### src/hdl/flow_mux_defs.svh
// Flow mux sizing macros shared by the packages and the RTL blocks

`ifndef FLOW_MUX_DEFS_SVH
`define FLOW_MUX_DEFS_SVH

// ---------------------------------------------------------------------------
// Flow count
// ---------------------------------------------------------------------------

// Number of upstream flows merged onto the pop side
`define FLOW_NUM_FLOWS 4

// Bits needed to name one flow
`define FLOW_IDX_WIDTH 2

// ---------------------------------------------------------------------------
// Payload fields
// ---------------------------------------------------------------------------

// Data field of one payload
`define FLOW_DATA_WIDTH 16

// Tag field of one payload
`define FLOW_TAG_WIDTH 4

`endif

### src/hdl/arb_types_pkg.sv
// Arbitration-side types for per-flow vectors and flow indices

`include "flow_mux_defs.svh"

package arb_types_pkg;

  // ---------------------------------------------------------------------------
  // Per-flow bit vectors
  // ---------------------------------------------------------------------------

  // One bit per flow
  // Carries request, grant, valid and ready alike
  typedef logic [`FLOW_NUM_FLOWS-1:0] flowVec_t;

  // ---------------------------------------------------------------------------
  // Flow index
  // ---------------------------------------------------------------------------

  // Binary index of a single flow
  // Used for the priority pointer and for the source tag on the pop side
  typedef logic [`FLOW_IDX_WIDTH-1:0] flowIdx_t;

endpackage : arb_types_pkg

### src/hdl/flow_types_pkg.sv
// Payload types for the push side and the tagged pop-side item

`include "flow_mux_defs.svh"

package flow_types_pkg;

  import arb_types_pkg::*;

  // ---------------------------------------------------------------------------
  // Push-side payload
  // ---------------------------------------------------------------------------

  // Tag sits in the upper bits, data below
  typedef struct packed {
    logic [`FLOW_TAG_WIDTH-1:0]  tag;
    logic [`FLOW_DATA_WIDTH-1:0] data;
  } flowPayload_t;

  // One payload slot per flow, index 0 in the low bits
  typedef flowPayload_t [`FLOW_NUM_FLOWS-1:0] flowPayloadVec_t;

  // ---------------------------------------------------------------------------
  // Pop-side item
  // ---------------------------------------------------------------------------

  // Payload plus the flow it came from
  typedef struct packed {
    flowIdx_t     source;
    flowPayload_t payload;
  } popItem_t;

endpackage : flow_types_pkg

### src/hdl/flow_arb_core.sv
// Flow arbitration core mapping flow valids to requests and grants to readies

`include "flow_mux_defs.svh"

module flow_arb_core
  import arb_types_pkg::*;
(
  // Base arbiter side
  output flowVec_t request,
  input  flowVec_t canGrant,
  input  flowVec_t grant,
  output logic     enablePriorityUpdate,
  // Push side
  output flowVec_t pushReady,
  input  flowVec_t pushValid,
  // Pop side
  input  logic     popReady,
  output logic     popValidUnstable
);

  // ---------------------------------------------------------------------------
  // Request path
  // ---------------------------------------------------------------------------

  // Every valid flow asks for the pop side
  assign request = pushValid;

  // Pop side sees a valid whenever any flow offers
  assign popValidUnstable = |pushValid;

  // ---------------------------------------------------------------------------
  // Ready path
  // ---------------------------------------------------------------------------

  // Flow may transfer only if the arbiter would pick it
  // and the pop side can take the item this cycle
  assign pushReady = canGrant & {`FLOW_NUM_FLOWS{popReady}};

  // ---------------------------------------------------------------------------
  // Priority update
  // ---------------------------------------------------------------------------

  // Granted flow actually moved an item
  logic grantTaken;

  // Grant is one-hot, so a nonzero AND means the winner was valid
  assign grantTaken = |(grant & pushValid);

  // Rotate priority only on a real pop transfer
  assign enablePriorityUpdate = popValidUnstable && popReady && grantTaken;

endmodule : flow_arb_core

### src/hdl/flow_mux_core.sv
// Combinational flow mux joining the arbitration core and the one-hot data mux

`include "flow_mux_defs.svh"

module flow_mux_core
  import arb_types_pkg::*;
  import flow_types_pkg::*;
(
  // External base arbiter
  output flowVec_t        request,
  input  flowVec_t        canGrant,
  input  flowVec_t        grant,
  output logic            enablePriorityUpdate,
  // Push side
  output flowVec_t        pushReady,
  input  flowVec_t        pushValid,
  input  flowPayloadVec_t pushPayload,
  // Pop side, valid and item follow push inputs in the same cycle
  input  logic            popReady,
  output logic            popValidUnstable,
  output popItem_t        popItemUnstable
);

  // ---------------------------------------------------------------------------
  // Handshake control
  // ---------------------------------------------------------------------------

  flow_arb_core flowArbCore (
    .request              (request),
    .canGrant             (canGrant),
    .grant                (grant),
    .enablePriorityUpdate (enablePriorityUpdate),
    .pushReady            (pushReady),
    .pushValid            (pushValid),
    .popReady             (popReady),
    .popValidUnstable     (popValidUnstable)
  );

  // ---------------------------------------------------------------------------
  // Data steering
  // ---------------------------------------------------------------------------

  // Each payload stamped with its own flow number
  popItem_t [`FLOW_NUM_FLOWS-1:0] taggedItems;

  always_comb begin
    for (int i = 0; i < `FLOW_NUM_FLOWS; i++) begin
      taggedItems[i].source  = flowIdx_t'(i);
      taggedItems[i].payload = pushPayload[i];
    end
  end

  // Grant picks the winning tagged item
  onehot_mux #(
    .itemType (popItem_t)
  ) itemMux (
    .select (grant),
    .in     (taggedItems),
    .out    (popItemUnstable)
  );

endmodule : flow_mux_core

### src/hdl/flow_mux_top.sv
// Flow mux top with round-robin arbiter, mux core and registered pop stage

`include "flow_mux_defs.svh"

module flow_mux_top
  import arb_types_pkg::*;
  import flow_types_pkg::*;
(
  input  logic            clk,
  input  logic            arstN,
  // Push side, one handshake per flow
  input  flowVec_t        pushValid,
  output flowVec_t        pushReady,
  input  flowPayloadVec_t pushPayload,
  // Registered pop side
  output logic            popValid,
  input  logic            popReady,
  output popItem_t        popItem
);

  // ---------------------------------------------------------------------------
  // Internal wires
  // ---------------------------------------------------------------------------

  // Arbiter handshake
  flowVec_t arbRequest;
  flowVec_t arbGrant;
  flowVec_t arbCanGrant;
  logic     arbUpdate;

  // Core to register stage
  logic     coreValid;
  logic     coreReady;
  popItem_t coreItem;

  // ---------------------------------------------------------------------------
  // Arbiter
  // ---------------------------------------------------------------------------

  rr_arbiter rrArbiter (
    .clk                  (clk),
    .arstN                (arstN),
    .request              (arbRequest),
    .enablePriorityUpdate (arbUpdate),
    .grant                (arbGrant),
    .canGrant             (arbCanGrant)
  );

  // ---------------------------------------------------------------------------
  // Combinational mux
  // ---------------------------------------------------------------------------

  flow_mux_core flowMuxCore (
    .request              (arbRequest),
    .canGrant             (arbCanGrant),
    .grant                (arbGrant),
    .enablePriorityUpdate (arbUpdate),
    .pushReady            (pushReady),
    .pushValid            (pushValid),
    .pushPayload          (pushPayload),
    .popReady             (coreReady),
    .popValidUnstable     (coreValid),
    .popItemUnstable      (coreItem)
  );

  // ---------------------------------------------------------------------------
  // Pop register
  // ---------------------------------------------------------------------------

  // Holds the pop side steady under back-pressure
  flow_reg_stage #(
    .itemType (popItem_t)
  ) flowRegStage (
    .clk      (clk),
    .arstN    (arstN),
    .inValid  (coreValid),
    .inReady  (coreReady),
    .inItem   (coreItem),
    .outValid (popValid),
    .outReady (popReady),
    .outItem  (popItem)
  );

endmodule : flow_mux_top

### src/hdl/flow_reg_stage.sv
// Two-entry skid register stage giving a registered, stable valid/ready output

`include "flow_mux_defs.svh"

module flow_reg_stage #(
  // Any packed item type
  parameter type itemType = logic
) (
  input  logic    clk,
  input  logic    arstN,
  // Upstream side
  input  logic    inValid,
  output logic    inReady,
  input  itemType inItem,
  // Downstream side
  output logic    outValid,
  input  logic    outReady,
  output itemType outItem
);

  // ---------------------------------------------------------------------------
  // Storage
  // ---------------------------------------------------------------------------

  // Output entry drives the pop port directly
  logic    outValidQ;
  itemType outItemQ;

  // Skid entry catches one item while the output is stalled
  logic    skidValidQ;
  itemType skidItemQ;

  logic    pushFire;
  logic    loadOut;

  // Ready depends on fill level only
  // Low only when output and skid entries both hold items
  assign inReady  = !skidValidQ;
  assign pushFire = inValid && inReady;

  // Output entry is free this cycle if empty or being popped
  assign loadOut  = !outValidQ || outReady;

  // ---------------------------------------------------------------------------
  // Control state
  // ---------------------------------------------------------------------------

  always_ff @(posedge clk or negedge arstN) begin
    if (!arstN) begin
      outValidQ  <= 1'b0;
      skidValidQ <= 1'b0;
    end else if (loadOut) begin
      // Skid drains first, keeping arrival order
      outValidQ  <= skidValidQ || pushFire;
      skidValidQ <= 1'b0;
    end else if (pushFire) begin
      // Output stalled, park the new item
      skidValidQ <= 1'b1;
    end
  end

  // ---------------------------------------------------------------------------
  // Payload registers
  // ---------------------------------------------------------------------------

  always_ff @(posedge clk) begin
    if (loadOut) begin
      outItemQ <= skidValidQ ? skidItemQ : inItem;
    end
    if (!loadOut && pushFire) begin
      skidItemQ <= inItem;
    end
  end

  assign outValid = outValidQ;
  assign outItem  = outItemQ;

endmodule : flow_reg_stage

### src/hdl/onehot_mux.sv
// One-hot select mux over one item per flow, item type set by parameter

`include "flow_mux_defs.svh"

module onehot_mux
  import arb_types_pkg::*;
#(
  // Any packed type works here
  parameter type itemType = logic
) (
  input  flowVec_t                         select,
  input  itemType [`FLOW_NUM_FLOWS-1:0]    in,
  output itemType                          out
);

  // ---------------------------------------------------------------------------
  // OR reduction
  // ---------------------------------------------------------------------------

  // Running OR of the selected entries
  itemType merged;

  // Each selected entry is ORed in
  // With a one-hot select only one entry survives
  // An all-zero select gives an all-zero item
  always_comb begin
    merged = '0;
    for (int i = 0; i < `FLOW_NUM_FLOWS; i++) begin
      if (select[i]) begin
        merged = itemType'(merged | in[i]);
      end
    end
  end

  assign out = merged;

endmodule : onehot_mux

### src/hdl/rr_arbiter.sv
// Round-robin base arbiter with a priority pointer that moves on enabled cycles

`include "flow_mux_defs.svh"

module rr_arbiter
  import arb_types_pkg::*;
(
  input  logic     clk,
  input  logic     arstN,
  // Request and grant vectors
  input  flowVec_t request,
  input  logic     enablePriorityUpdate,
  output flowVec_t grant,
  output flowVec_t canGrant
);

  // ---------------------------------------------------------------------------
  // Priority state
  // ---------------------------------------------------------------------------

  // Most recently granted flow
  flowIdx_t priorityPtr;

  // Winner of the current cycle
  flowIdx_t winner;
  logic     anyWinner;
  flowVec_t winnerVec;

  // ---------------------------------------------------------------------------
  // Winner search
  // ---------------------------------------------------------------------------

  // Walk cyclically from the flow after the pointer
  // The pointer flow itself is checked last
  always_comb begin
    flowIdx_t cand;
    anyWinner = 1'b0;
    winner    = priorityPtr;
    winnerVec = '0;
    for (int off = 1; off <= `FLOW_NUM_FLOWS; off++) begin
      cand = flowIdx_t'((int'(priorityPtr) + off) % `FLOW_NUM_FLOWS);
      if (!anyWinner && request[cand]) begin
        anyWinner = 1'b1;
        winner    = cand;
      end
    end
    // One-hot grant, zero when nobody asks
    if (anyWinner) begin
      winnerVec[winner] = 1'b1;
    end
  end

  // Round-robin always grants when any flow requests
  // so the state-free grant and the real grant match
  assign grant    = winnerVec;
  assign canGrant = winnerVec;

  // ---------------------------------------------------------------------------
  // Pointer update
  // ---------------------------------------------------------------------------

  // Reset to the last flow so flow 0 wins first
  always_ff @(posedge clk or negedge arstN) begin
    if (!arstN) begin
      priorityPtr <= flowIdx_t'(`FLOW_NUM_FLOWS - 1);
    end else if (enablePriorityUpdate && anyWinner) begin
      priorityPtr <= winner;
    end
  end

endmodule : rr_arbiter

### config.mk
export PLATFORM = sky130hd
export DESIGN_NAME = flow_mux_top
export DESIGN_NICKNAME = d
export VERILOG_FILES = /design/src/hdl/arb_types_pkg.sv /design/src/hdl/flow_types_pkg.sv /design/src/hdl/flow_arb_core.sv /design/src/hdl/flow_mux_core.sv /design/src/hdl/flow_mux_top.sv /design/src/hdl/flow_reg_stage.sv /design/src/hdl/onehot_mux.sv /design/src/hdl/rr_arbiter.sv
export VERILOG_INCLUDE_DIRS = /design/src /design/src/hdl
export SDC_FILE = /design/constraint.sdc
export NUM_CORES = 1
export LEC_CHECK = 0
export BUFFER_PORTS_ARGS = -buffer_cell sky130_fd_sc_hd__buf_4
export CORE_MARGIN = 3
export CORE_UTILIZATION = 40
export DETAILED_ROUTE_END_ITERATION = 8
export GPL_ROUTABILITY_DRIVEN = 0
export PLACE_DENSITY = 0.76
export SYNTH_ARGS = -nofsm -noshare
export SYNTH_HDL_FRONTEND = slang
export SYNTH_SLANG_ARGS = --single-unit
### constraint.sdc
create_clock -name clk -period 5.16 [get_ports clk]
set_clock_uncertainty 0.2 [all_clocks]
set_input_delay 0.258 -clock clk [delete_from_list [all_inputs] [get_ports clk]]
set_output_delay 0.258 -clock clk [all_outputs]
set_load 0.02 [all_outputs]
### After elaboration in Yosys (flattened, before gate mapping)

Cells that the tools add are included.

* add/subtract/negate cells: 4
* $lt $le $gt $ge: 6
* mux-type cells: 26
* bitwise logic cells: 5
* reduce and logical (&&, ||, !) cells: 19

Operators with widths (number)
* two-way mux 22 bit: 4
* bitwise OR 22 bit: 2
* bitwise OR 22 x 21 -> 22 bit: 1
* two-way mux 20 bit: 1
* < comparator 2 x 3 -> 1 bit (second input constant): 5
* two-way mux 1 bit: 11
* bitwise AND 4 bit: 2
* binary-select mux 1 bit (select 2 bit): 4
* logical AND 1 bit: 8
* two-way mux 2 bit: 4
* OR reduction 4 bit: 2
* logical NOT 1 bit: 6
* adder 2 x 1 -> 2 bit (second input constant): 2
* adder 2 bit (second input constant): 2
* two-way mux 4 bit: 1
* demux 1 bit (select 2 bit): 1
* >= comparator 2 x 1 -> 1 bit (second input constant): 1
* logical OR 1 bit: 2
* nonzero test 2 bit: 1

* flip-flop bits (word level): 48
* bits of input ports: 87
* output and inout bits: 27
* logic and storage cells: 69

### Longest topological paths before layout

Gate-level depths: netlist of the first run.

* depth in word-level cells: 26
* gate-level depth with buffers: 6
* depth with buffers taken out: 4

### Modules after synthesis

From an unflattened synthesis of the first run, not the netlist that was laid out.

* cell total of the unflattened synthesis: 204
* area total of the unflattened synthesis: 2638.8 µm²

Modules (own cells, without submodules)
* flow_reg_stage: times used 1, cells each 77, area each 1757.9 µm², sequential area each 1371.3 µm²
* onehot_mux: times used 1, cells each 74, area each 488.0 µm², sequential area each 0.0 µm²
* rr_arbiter: times used 1, cells each 39, area each 290.3 µm², sequential area each 52.6 µm²
* flow_arb_core: times used 1, cells each 12, area each 95.1 µm², sequential area each 0.0 µm²
* flow_mux_core: times used 1, cells each 2, area each 7.5 µm², sequential area each 0.0 µm²

### Least setup slack after synthesis of the first run

OpenSTA, ideal clock, no wires.

* path type: reg-to-reg
* from: register flowRegStage.outValidQ (netlist: flowRegStage.outValid)
* to: register flowRegStage.skidItemQ[0] in the netlist's numbering, enable pin
* setup time: 0.401 ns
* arrival time: 2.058 ns
* data required time: 4.559 ns
* setup slack: 2.502 ns
* cell stages (with the launch flop): 3
* path buffers: 0
* clock period less this slack: 2.658 ns
* cell sequence: dfrtp_1 -> nand2b_1 -> nor2_1

* word-level cells in the longest chain between the ends: 4

RTL lines
* start: declaration: line flow_reg_stage.sv:26 `logic outValidQ;`
* start signal: assignment: line flow_reg_stage.sv:54 `outValidQ <= skidValidQ || pushFire;`
* logical NOT 1 bit: line flow_reg_stage.sv:42 `assign loadOut = !outValidQ || outReady;`
* logical OR 1 bit: line flow_reg_stage.sv:42
* logical NOT 1 bit: line flow_reg_stage.sv:70 `if (!loadOut && pushFire) begin`
* logical AND 1 bit: line flow_reg_stage.sv:70
* end signal: assignment: line flow_reg_stage.sv:71 `skidItemQ <= inItem;`
* end: declaration: line flow_reg_stage.sv:31 `itemType skidItemQ;`

No other way between the ends.
A chain may end at the register's enable or synchronous reset.

### Worst setup path in the final report of the first run

* from: register rrArbiter.priorityPtr[1]
* to: output port pushReady[0]

* word-level cells in the longest chain between the ends: 19
* elaborated cells on any way between the ends: 33
* those cells by class: add/sub: 4; order compare: 2; mux: 19; bitwise: 1; reduce/logical: 7

RTL lines
* start: declaration: line rr_arbiter.sv:22 `flowIdx_t priorityPtr;`
* start signal: assignment: line rr_arbiter.sv:65 `` priorityPtr <= flowIdx_t'(`FLOW_NUM_FLOWS - 1); ``
* start signal: assignment: line rr_arbiter.sv:67 `priorityPtr <= winner;`
* adder 2 x 1 -> 2 bit: line rr_arbiter.sv:41 `` cand = flowIdx_t'((int'(priorityPtr) + off) % `FLOW_NUM_FLOWS); ``
* binary-select mux 1 bit (select 2 bit): line rr_arbiter.sv:42 `if (!anyWinner && request[cand]) begin`
* two-way mux 1 bit (not written as such): line rr_arbiter.sv:42
* two-way mux 1 bit: line rr_arbiter.sv:42
* logical NOT 1 bit: line rr_arbiter.sv:42
* logical AND 1 bit: line rr_arbiter.sv:42
* two-way mux 1 bit: line rr_arbiter.sv:42
* logical NOT 1 bit: line rr_arbiter.sv:42
* (+3 left out)
* logical AND 1 bit: line rr_arbiter.sv:42
* two-way mux 2 bit: line rr_arbiter.sv:42
* < comparator 2 x 3 -> 1 bit (not written as such) / >= comparator 2 x 1 -> 1 bit (equally long branches): line rr_arbiter.sv:49 `winnerVec[winner] = 1'b1;`
* logical AND 1 bit (not written as such): line rr_arbiter.sv:49
* two-way mux 1 bit (not written as such): line rr_arbiter.sv:49
* demux 1 bit (select 2 bit)
* two-way mux 4 bit *: line rr_arbiter.sv:48 `if (anyWinner) begin`
* bitwise AND 4 bit *: line flow_arb_core.sv:37 `` assign pushReady = canGrant & {`FLOW_NUM_FLOWS{popReady}}; ``
* end: declaration: line flow_mux_top.sv:13 `output flowVec_t pushReady,`

Every way passes the cells marked *; elsewhere a longest branch is shown, timed or not. The select of a mux whose other input is x is not followed.

==> metrics, run 1 <==
Top delay family on crit path=compound AO/OA/AOI/OAI gates; routed length per instance=about 19 µm; area of the multi-input gates=1580 µm²; Core Area=7490 µm²; mux share of post-synthesis cell area=less than 1%; pre-CTS setup slack=2.25 ns; Post-Syn Nets=~340; dominant combinational cell family by area after synthesis=compound AO/OA/AOI/OAI gates; initial antenna violation count=0; worst path arrival time=2.52 ns; Critical path buffers and inverters=1; met3 Use GR=3.47%; Clock Path Buffers=2; share of post-route cells with drive strength above 1=55.1%; total count of max-transition violations in the final report=0; Initial Util=~42%; via-per-instance ratio=5.66; share of synthesized area occupied by flip-flops and latches=between 40 and 50%; final critical-path share of the clock period=57.7%; overall global routing resource usage=18.3%; max-cap violations=0; net total in the final layout=442; cell at the slowest stage of the critical path=o21bai_4; number of buffers inserted by port buffering=113; count of TritonRoute iterations in the first routing pass=6; drt total wl=8570 µm; Yosys warning count=0; Detailed Place HPWL=slightly below 6000 µm; FF+latch area=between 1000 and 1500 µm²; first-pass GRT wire length=around 13000 µm; required time at the worst-slack endpoint=4.70 ns; ranking of synthesized cells by area=edfxtp_1 (42%), a41oi_2 (10%), nand3_1 (6.6%); layout filler cell count=~640; Cell Area, Synth=3180 µm²; static leakage=1.71 nW; later-pin clock latency in the skew report=between 0.2 and 0.3 ns; Simple-Gate Fraction of Synth Area=22.8%; number of cells traversed by the worst register-to-register path=3; antenna violation net count after detailed routing=0; count of endpoints failing setup in the final report=0; Synth Area in Compound Gates=roughly a quarter; Post-synth ARST share=8.33%; distinct cell type count after synthesis=46; placed instance count=roughly 450; DRT iter0 DRCs=237; crit-path max FO=21; total inserted antenna cells=0; number of remaining DRC errors=0; number of enable-type register cells in the synthesized netlist=44; path length in cells of the critical path=5; Via Count=2575; Final min period=2.98 ns; chip width=~95 µm; Setup crit start kind=flop; Worst Tran Pin Value=between 1 and 1.5 ns; number of buffers added by the clock tree synthesis step=5; layout overhead on the synthesized area=29.6%; max incr delay on CP=just over 0.8 ns; largest vdd supply drop=0.131 mV; Synth area leader=edfxtp_1; grt total ovfl=0; Critical Setup Path Class=reg2out; area share of the leading cell type in the synthesized netlist=41.6%; sort of element at the end of the critical path=primary output; die boundary height=95.1 µm; Top-Level Pins=114; fin worst setup slack=2.18 ns; clock root cell=clkbuf_8; power density cells=between 300 and 400 nW/µm²; commonest cells after routing, fill and taps aside=buf_4 (115), edfxtp_1 (44), nand3_1 (42); outcome=completed; Global Route met1 Usage=24.6%; ys flop type=edfxtp_1; number of sinks handled by clock tree synthesis=48; H-tree level count=2; global-route layer with the greatest usage=met2; Post-Layout Cell Count=approximately 460; Hold Crit Class=in2async; post-synthesis xor/xnor area fraction=0%; Die ar.=approximately 9100 µm²; Avg Inst Size Synth=about 12 µm²; sum of negative setup slack=0 ns; chain of cells forming the critical path=and2b_1, o21bai_4, nand3_1, nor2_1, buf_4; TritonCTS clock tree=yes; fmax=0.336 GHz; maximum number of pins on one net before global-route repair=47; vias in the first global route=2566; most common cell after layout, fill and taps aside=buf_4; number of flip-flops and latches in the synthesized netlist=48; instance count of the mapped netlist=roughly 260; fraction of met2 tracks used by global routing=30.1%; worst max-slew margin expressed relative to the limit=24.3%; hold violation count in the final report=0; clock-pin slew reported for the worst setup and hold paths after clock tree synthesis=0.09 ns; unrepaired setup endpoints after global routing=false; synthesized-area fraction occupied by adder cells=0%; FP Rows=31; post-layout util=55.0%
-- area by class of cell --
class / count / share of cell area, %
well taps: 99 / 3.01
flip-flops and latches: 48 / 34.6
inverters: 2 / 0.182
multi-input cells: 182 / 38.4
clock inverters: 2 / 0.851
clock buffers: 6 / 1.76
repair buffers: 116 / 21.2
-- sequential cells by signal, summed over array words and instances (netlist names) --
register                 cells
rrArbiter.priorityPtr        2
flowRegStage.skidValidQ      1
flowRegStage.skidItemQ      22
flowRegStage.outValid        1
flowRegStage.outItem        22
-- worst reg2reg max path: cells and delay by family (launching register included) --
family / cells / cell delay [ns]
simple gates: 1 / 0.94
flops: 1 / 0.42
compound gates: 1 / 0.27
buf+inv: 1 / 0.67
-- kinds of logic after synthesis --
kind of cell	Yosys count
mux	1
simple gates	122
buf+inv	26
flops	48
compound gates	59
-- per-stage QoR --
| stage | instance area, µm² | hold slack (ns) | power [mW] |
|---|---|---|---|
| global route | 4120 | 0.0881 | 1.30 |
| detailed placement | 4000 | -0.141 | 0.991 |
| global placement | 4000 | -0.141 | 0.981 |
| floorplan | 3180 | -0.238 | 0.857 |
| finish | 4120 | 0.0847 | 1.25 |
| CTS | 4120 | 0.0762 | 1.25 |
-- power by group --
group	leakage [nW]	switching [mW]	internal (mW)
Clock	0.0552	0.121	0.144
Combinational	1.19	0.271	0.195
Sequential	0.466	0.0248	0.494
-- synth_stat cells (2+ instances only) --
library cell	n
o21bai_2	2
nand2_1	2
nand3_1	42
nand3_2	19
a22oi_2	12
a22oi_4	8
nor2_1	25
nand2b_1	3
and3_1	21
buf_2	4
clkbuf_1	9
a21o_1	2
a41oi_2	20
dfrtp_1	2
nor2b_1	3
buf_4	3
a21oi_1	2
buf_6	4
edfxtp_1	44
buf_8	2
dfstp_2	2
-- timing repair --
action	CTS	global route
hold endpoints to repair	4	0
resized for setup	0	0
setup buffers	0	0
hold buffers	1	0
-- worst paths after layout --
path	startpoint	slack (ns)	endpoint
min	arstN	0.08	flowRegStage.outValid
max in group asynchronous	arstN	4.48	rrArbiter.priorityPtr[1]
min in group clk	pushPayload[73]	0.09	flowRegStage.skidItemQ[13]
min reg2reg	flowRegStage.skidItemQ[21]	0.35	flowRegStage.outItem[21]
max reg2reg	flowRegStage.skidValidQ	2.27	flowRegStage.skidItemQ[8]
max	rrArbiter.priorityPtr[1]	2.18	pushReady[0]
-- layer usage --
| metal | up-vias | part of all wire [%] | routed length [µm] |
|---|---|---|---|
| li1 | 1208 | - | - |
| met1 | 1224 | 43 | 3690 |
| met2 | 139 | 47 | 4010 |
| met3 | 4 | 9.7 | 829 |
| met4 | 0 | 0.44 | 38 |
| met5 | - | 0 | 0 |
(Power assumes the default switching activity.)
==> inputs of run 2 (changes only) <==
PLACE_DENSITY = 0.78   (was 0.76)
clock period = 2.7 ns   (was 5.16 ns; I/O delays follow)
==> metrics, run 2 (same netlist as run 1, synthesis figures left out) <==
via-per-instance ratio=5.56; number of buffers inserted by port buffering=113; total inserted antenna cells=0; Initial Util=42.5%; CP Launch Point=rrArbiter.priorityPtr[1]; Hold Crit Class=in2reg; drt total wl=9030 µm; met2 WL=4460 µm; required time at the worst-slack endpoint=around 2.5 ns; overall global routing resource usage=about a fifth; Gate power share=43.0%; routed length per instance=between 15 and 20 µm; Via Count=2771; Post-Layout Cell Count=498; net total in the final layout=between 400 and 500; clock-pin slew reported for the worst setup and hold paths after clock tree synthesis=~0.090 ns; top layer reached by signal wires=met4; outcome=completed; Overall Power=2.46 mW; count of TritonRoute iterations in the first routing pass=4; placed instance count=453; sort of element at the end of the critical path=flop; Setup crit start kind=flop; Die ar.=9050 µm²; die boundary height=95.1 µm; worst path arrival time=2.44 ns; crit-path max FO=20; initial antenna violation count=0; share of post-route cells with drive strength above 1=51.4%; DRT iter0 DRCs=approximately 160; power density cells=approximately 540 nW/µm²; worst hold start=pushPayload[52]; TritonCTS clock tree=yes; internal cell power=1.64 mW; layout filler cell count=605; first-pass GRT wire length=14100 µm; count of endpoints failing setup in the final report=0; cell area reported after detailed placement=4070 µm²; final critical-path share of the clock period=96.3%; number of buffers added by the clock tree synthesis step=5; number of remaining DRC errors=0; sum of negative setup slack=0 ns; largest vdd supply drop=around 0.21 mV; worst max-slew margin expressed relative to the limit=59.4%; Worst Tran Pin Value=0.608 ns; Critical Setup Path Class=reg2reg; chip width=95.1 µm; relative contribution of the clock network to total power=16.8%; FP Rows=31; Core Area=7490 µm²; commonest cells after routing, fill and taps aside=buf_4 (123), edfxtp_1 (44), nand3_1 (42); grt total ovfl=0; vias in the first global route=2883; Detailed Place HPWL=6240 µm; total net switching power=0.827 mW; max-cap violations=0; hold violation count in the final report=0; fmax=0.385 GHz; static leakage=about 1.9 nW; maximum number of pins on one net before global-route repair=46; most common cell after layout, fill and taps aside=buf_4; antenna violation net count after detailed routing=0; later-pin clock latency in the skew report=0.30 ns; Top-Level Pins=~110; H-tree level count=2; pre-CTS setup slack=0.479 ns; Post-Route M1 WL=3690 µm; total count of max-transition violations in the final report=0; clock root cell=clkbuf_8; Clock Path Buffers=2; Seq pwr share=40.2%; launching point of the worst reg2reg path=rrArbiter.priorityPtr[1]; chain of cells forming the critical path=a21oi_2, o211a_4, a22oi_2, nand3_1, dlygate4sd3_1; cell at the slowest stage of the critical path=dfstp_2; fin worst setup slack=0.100 ns; layout overhead on the synthesized area=42.5%; max incr delay on CP=0.70 ns; cell area after layout=4530 µm²; number of sinks handled by clock tree synthesis=48; Final min period=2.60 ns; Detail Route met3 WL=798 µm; Switching Fraction=about a third
run 2: layout make-up:
cell class              instances  area (µm²)  share of cell area [%]
clock buffers                   7        76.3                    1.69
clock inverters                 1        5.00                   0.110
inverters                       2        7.51                   0.166
multi-input cells             182        1590                    35.1
flip-flops and latches         48        1420                    31.4
well taps                      99         124                    2.73
repair buffers                159        1300                    28.8
run 2: metrics by stage:
step           utilization (%)  hold WS, ns
6_report                  60.5       0.0129
5_1_grt                   60.5      0.00900
4_1_cts                   59.8      0.00127
3_5_place_dp              54.3       -0.265
3_3_place_gp              54.3       -0.269
2_1_floorplan                -       -0.361
run 2: power groups by stage:
| stage | clock, mW | combinational (mW) | sequential (mW) |
|---|---|---|---|
| 2_1_floorplan | 0 | 0.595 | 1.04 |
| 3_5_place_dp | 0 | 0.933 | 1.01 |
| 6_report | 0.414 | 1.06 | 0.990 |
| 5_1_grt | 0.454 | 1.14 | 1.00 |
| 3_3_place_gp | 0 | 0.911 | 1.00 |
| 4_1_cts | 0.424 | 1.03 | 0.990 |
run 2: repair_timing:
| action | in CTS | in global routing |
|---|---|---|
| setup endpoints to repair | 0 | 13 |
| endpoints found under the hold margin | 22 | 1 |
| hold buffers | 33 | 1 |
| gates resized for setup | 0 | 1 |
| setup buffers | 0 | 3 |
run 2: path summary, 6_finish.rpt:
check	endpoint	slack [ns]	depth (start not counted)
max	flowRegStage.skidItemQ[2]	0.10	5
min in group asynchronous	rrArbiter.priorityPtr[0]	0.12	2
min	flowRegStage.skidItemQ[12]	0.01	3
max reg2reg	flowRegStage.skidItemQ[2]	0.10	5
max in group asynchronous	flowRegStage.skidValidQ	1.67	3
min reg2reg	flowRegStage.outItem[21]	0.34	1
run 2: metal layers:
| layer | up-vias | GRT usage (%) |
|---|---|---|
| met4 | 0 | 4.81 |
| met2 | 140 | 34.3 |
| met5 | - | 0 |
| li1 | 1293 | - |
| met1 | 1328 | 25.8 |
| met3 | 10 | 4.10 |
run 2: critical path, delay by kind of cell (launching register included):
kind,cells,cell delay (ns)
and+or+nand+nor,1,0.10
buffers and inverters,1,0.56
DFF,1,0.70
AOI/OAI and AO/OA,3,0.77
==> inputs of run 3 (changes only) <==
CORE_ASPECT_RATIO = 1.2   (was default)
==> metrics, run 3 (same netlist as run 1, synthesis figures left out) <==
antenna violation net count after detailed routing=0; worst hold-check slack=0.00805 ns; Seq pwr share=38.7%; via-per-instance ratio=5.66; sort of element at the end of the critical path=flop; required time at the worst-slack endpoint=about 2.6 ns; number of remaining DRC errors=0; static leakage=approximately 1.9 nW; clock root cell=clkbuf_8; chip width=87.4 µm; power density cells=561 nW/µm²; total net switching power=~0.83 mW; met2 WL=4610 µm; later-pin clock latency in the skew report=0.30 ns; number of sinks handled by clock tree synthesis=48; number of buffers added by the clock tree synthesis step=5; layout filler cell count=roughly 650; total inserted antenna cells=0; layout overhead on the synthesized area=43.7%; fmax=0.381 GHz; Via Count=between 2k and 3k; worst max-slew margin expressed relative to the limit=18.5%; Die ar.=9060 µm²; first-pass GRT wire length=14100 µm; top layer reached by signal wires=met4; Initial Util=41.2%; final critical-path share of the clock period=97.3%; most common cell after layout, fill and taps aside=buf_4; share of post-route cells with drive strength above 1=50.1%; Worst Tran Pin Value=1.22 ns; cell area reported after detailed placement=4040 µm²; maximum number of pins on one net before global-route repair=46; Detail Route met3 WL=roughly 640 µm; die boundary height=~100 µm; grt total ovfl=0; count of endpoints failing setup in the final report=0; internal cell power=roughly 1.7 mW; Setup crit start kind=flop; count of TritonRoute iterations in the first routing pass=4; FP Rows=35; net total in the final layout=487; Critical Setup Path Class=reg2reg; overall global routing resource usage=19.4%; Clock Path Buffers=2; relative contribution of the clock network to total power=between 20% and 30%; initial antenna violation count=0; drt total wl=9000 µm; Core Area=7710 µm²; Detailed Place HPWL=slightly below 6000 µm; unrepaired setup endpoints after global routing=true; max-cap violations=0; H-tree level count=2; area of the multi-input gates=roughly 1600 µm²; vias in the first global route=roughly 3k; Gate power share=41.0%; Top-Level Pins=between 100 and 150; total count of max-transition violations in the final report=0; Hold Crit Class=in2reg; largest vdd supply drop=0.312 mV; Final min period=~2.6 ns; hold violation count in the final report=0; cell area after layout=4570 µm²; crit-path max FO=20; DRT iter0 DRCs=177; number of buffers inserted by port buffering=about 110; FF+latch area=1430 µm²; outcome=completed; Switching Fraction=between 30 and 40%; worst path arrival time=2.49 ns; post-layout util=59.3%; TritonCTS clock tree=yes; commonest cells after routing, fill and taps aside=buf_4 (118), edfxtp_1 (44), nand3_1 (42); Post-Route M1 WL=3590 µm; routed length per instance=approximately 18 µm; clock-pin slew reported for the worst setup and hold paths after clock tree synthesis=0.09 ns
-- run 3: cell types whose count changed in the layout (fill, tap and decap cells not counted), sizes merged --
cell         previous run  this run
dlygate4sd3            34        41
buf                   125       120
bufinv                  0         1
clkbuf                  7         6
-- run 3: final timing paths --
path	from	end	slack (ns)	cells after the start
worst min register to register	flowRegStage.skidItemQ[21]	flowRegStage.outItem[21]	0.34	1
worst max register to register	rrArbiter.priorityPtr[1]	flowRegStage.skidItemQ[11]	0.07	5
min in group asynchronous	arstN	rrArbiter.priorityPtr[0]	0.12	2
worst max-delay path	rrArbiter.priorityPtr[1]	flowRegStage.skidItemQ[11]	0.07	5
worst min-delay path	pushPayload[60]	flowRegStage.skidItemQ[0]	0.008	3
max in group asynchronous	arstN	flowRegStage.outValid	1.67	3
-- run 3: power groups by stage --
stage               clock network (mW)  logic, mW  registers (mW)
finish                           0.521       1.05           0.992
global route                     0.556       1.12            1.00
CTS                              0.532       1.04           0.990
detailed placement                   0      0.913            1.01
global placement                     0      0.894            1.00
floorplan                            0      0.595            1.04
-- run 3: final cells by class --
type                            count  share of cell area [%]
Clock buffer                        6                    1.59
Clock inverter                      2                   0.767
Tap cell                           92                    2.52
Timing Repair Buffer              161                    29.1
Inverter                            2                   0.164
Sequential cell                    48                    31.3
Multi-Input combinational cell    182                    34.6
-- run 3: per-layer routing --
layer / global-route usage (%) / up-vias
met1: 22.6 / 1351
li1: - / 1302
met2: 34.7 / 121
met3: 3.82 / 16
met5: 0 / -
met4: 6.36 / 0
-- run 3: critical path, stage by stage, from the launching register on --
cell           delay [ns]
dfstp_4              0.72
a21oi_2              0.08
o211a_4              0.41
a22oi_2              0.29
nand3_1              0.11
dlygate4sd3_1        0.57
-- run 3: stage by stage --
stage / instances / TNS (ns) / total power [mW] / worst slack (ns)
CTS: 493 / 0 / 2.57 / 0.0658
finish: 493 / 0 / 2.56 / 0.0720
global placement: 444 / 0 / 1.90 / 0.539
floorplan: 256 / 0 / 1.64 / 0.0416
global route: 493 / -0.00453 / 2.68 / -0.00453
detailed placement: 444 / 0 / 1.92 / 0.445
-- run 3: timing repair --
action / CTS / global route
endpoints found under the hold margin: 24 / 0
gates resized for setup: 0 / 2
setup endpoints to repair: 0 / 8
setup buffers: 0 / 0
hold buffers: 41 / 0
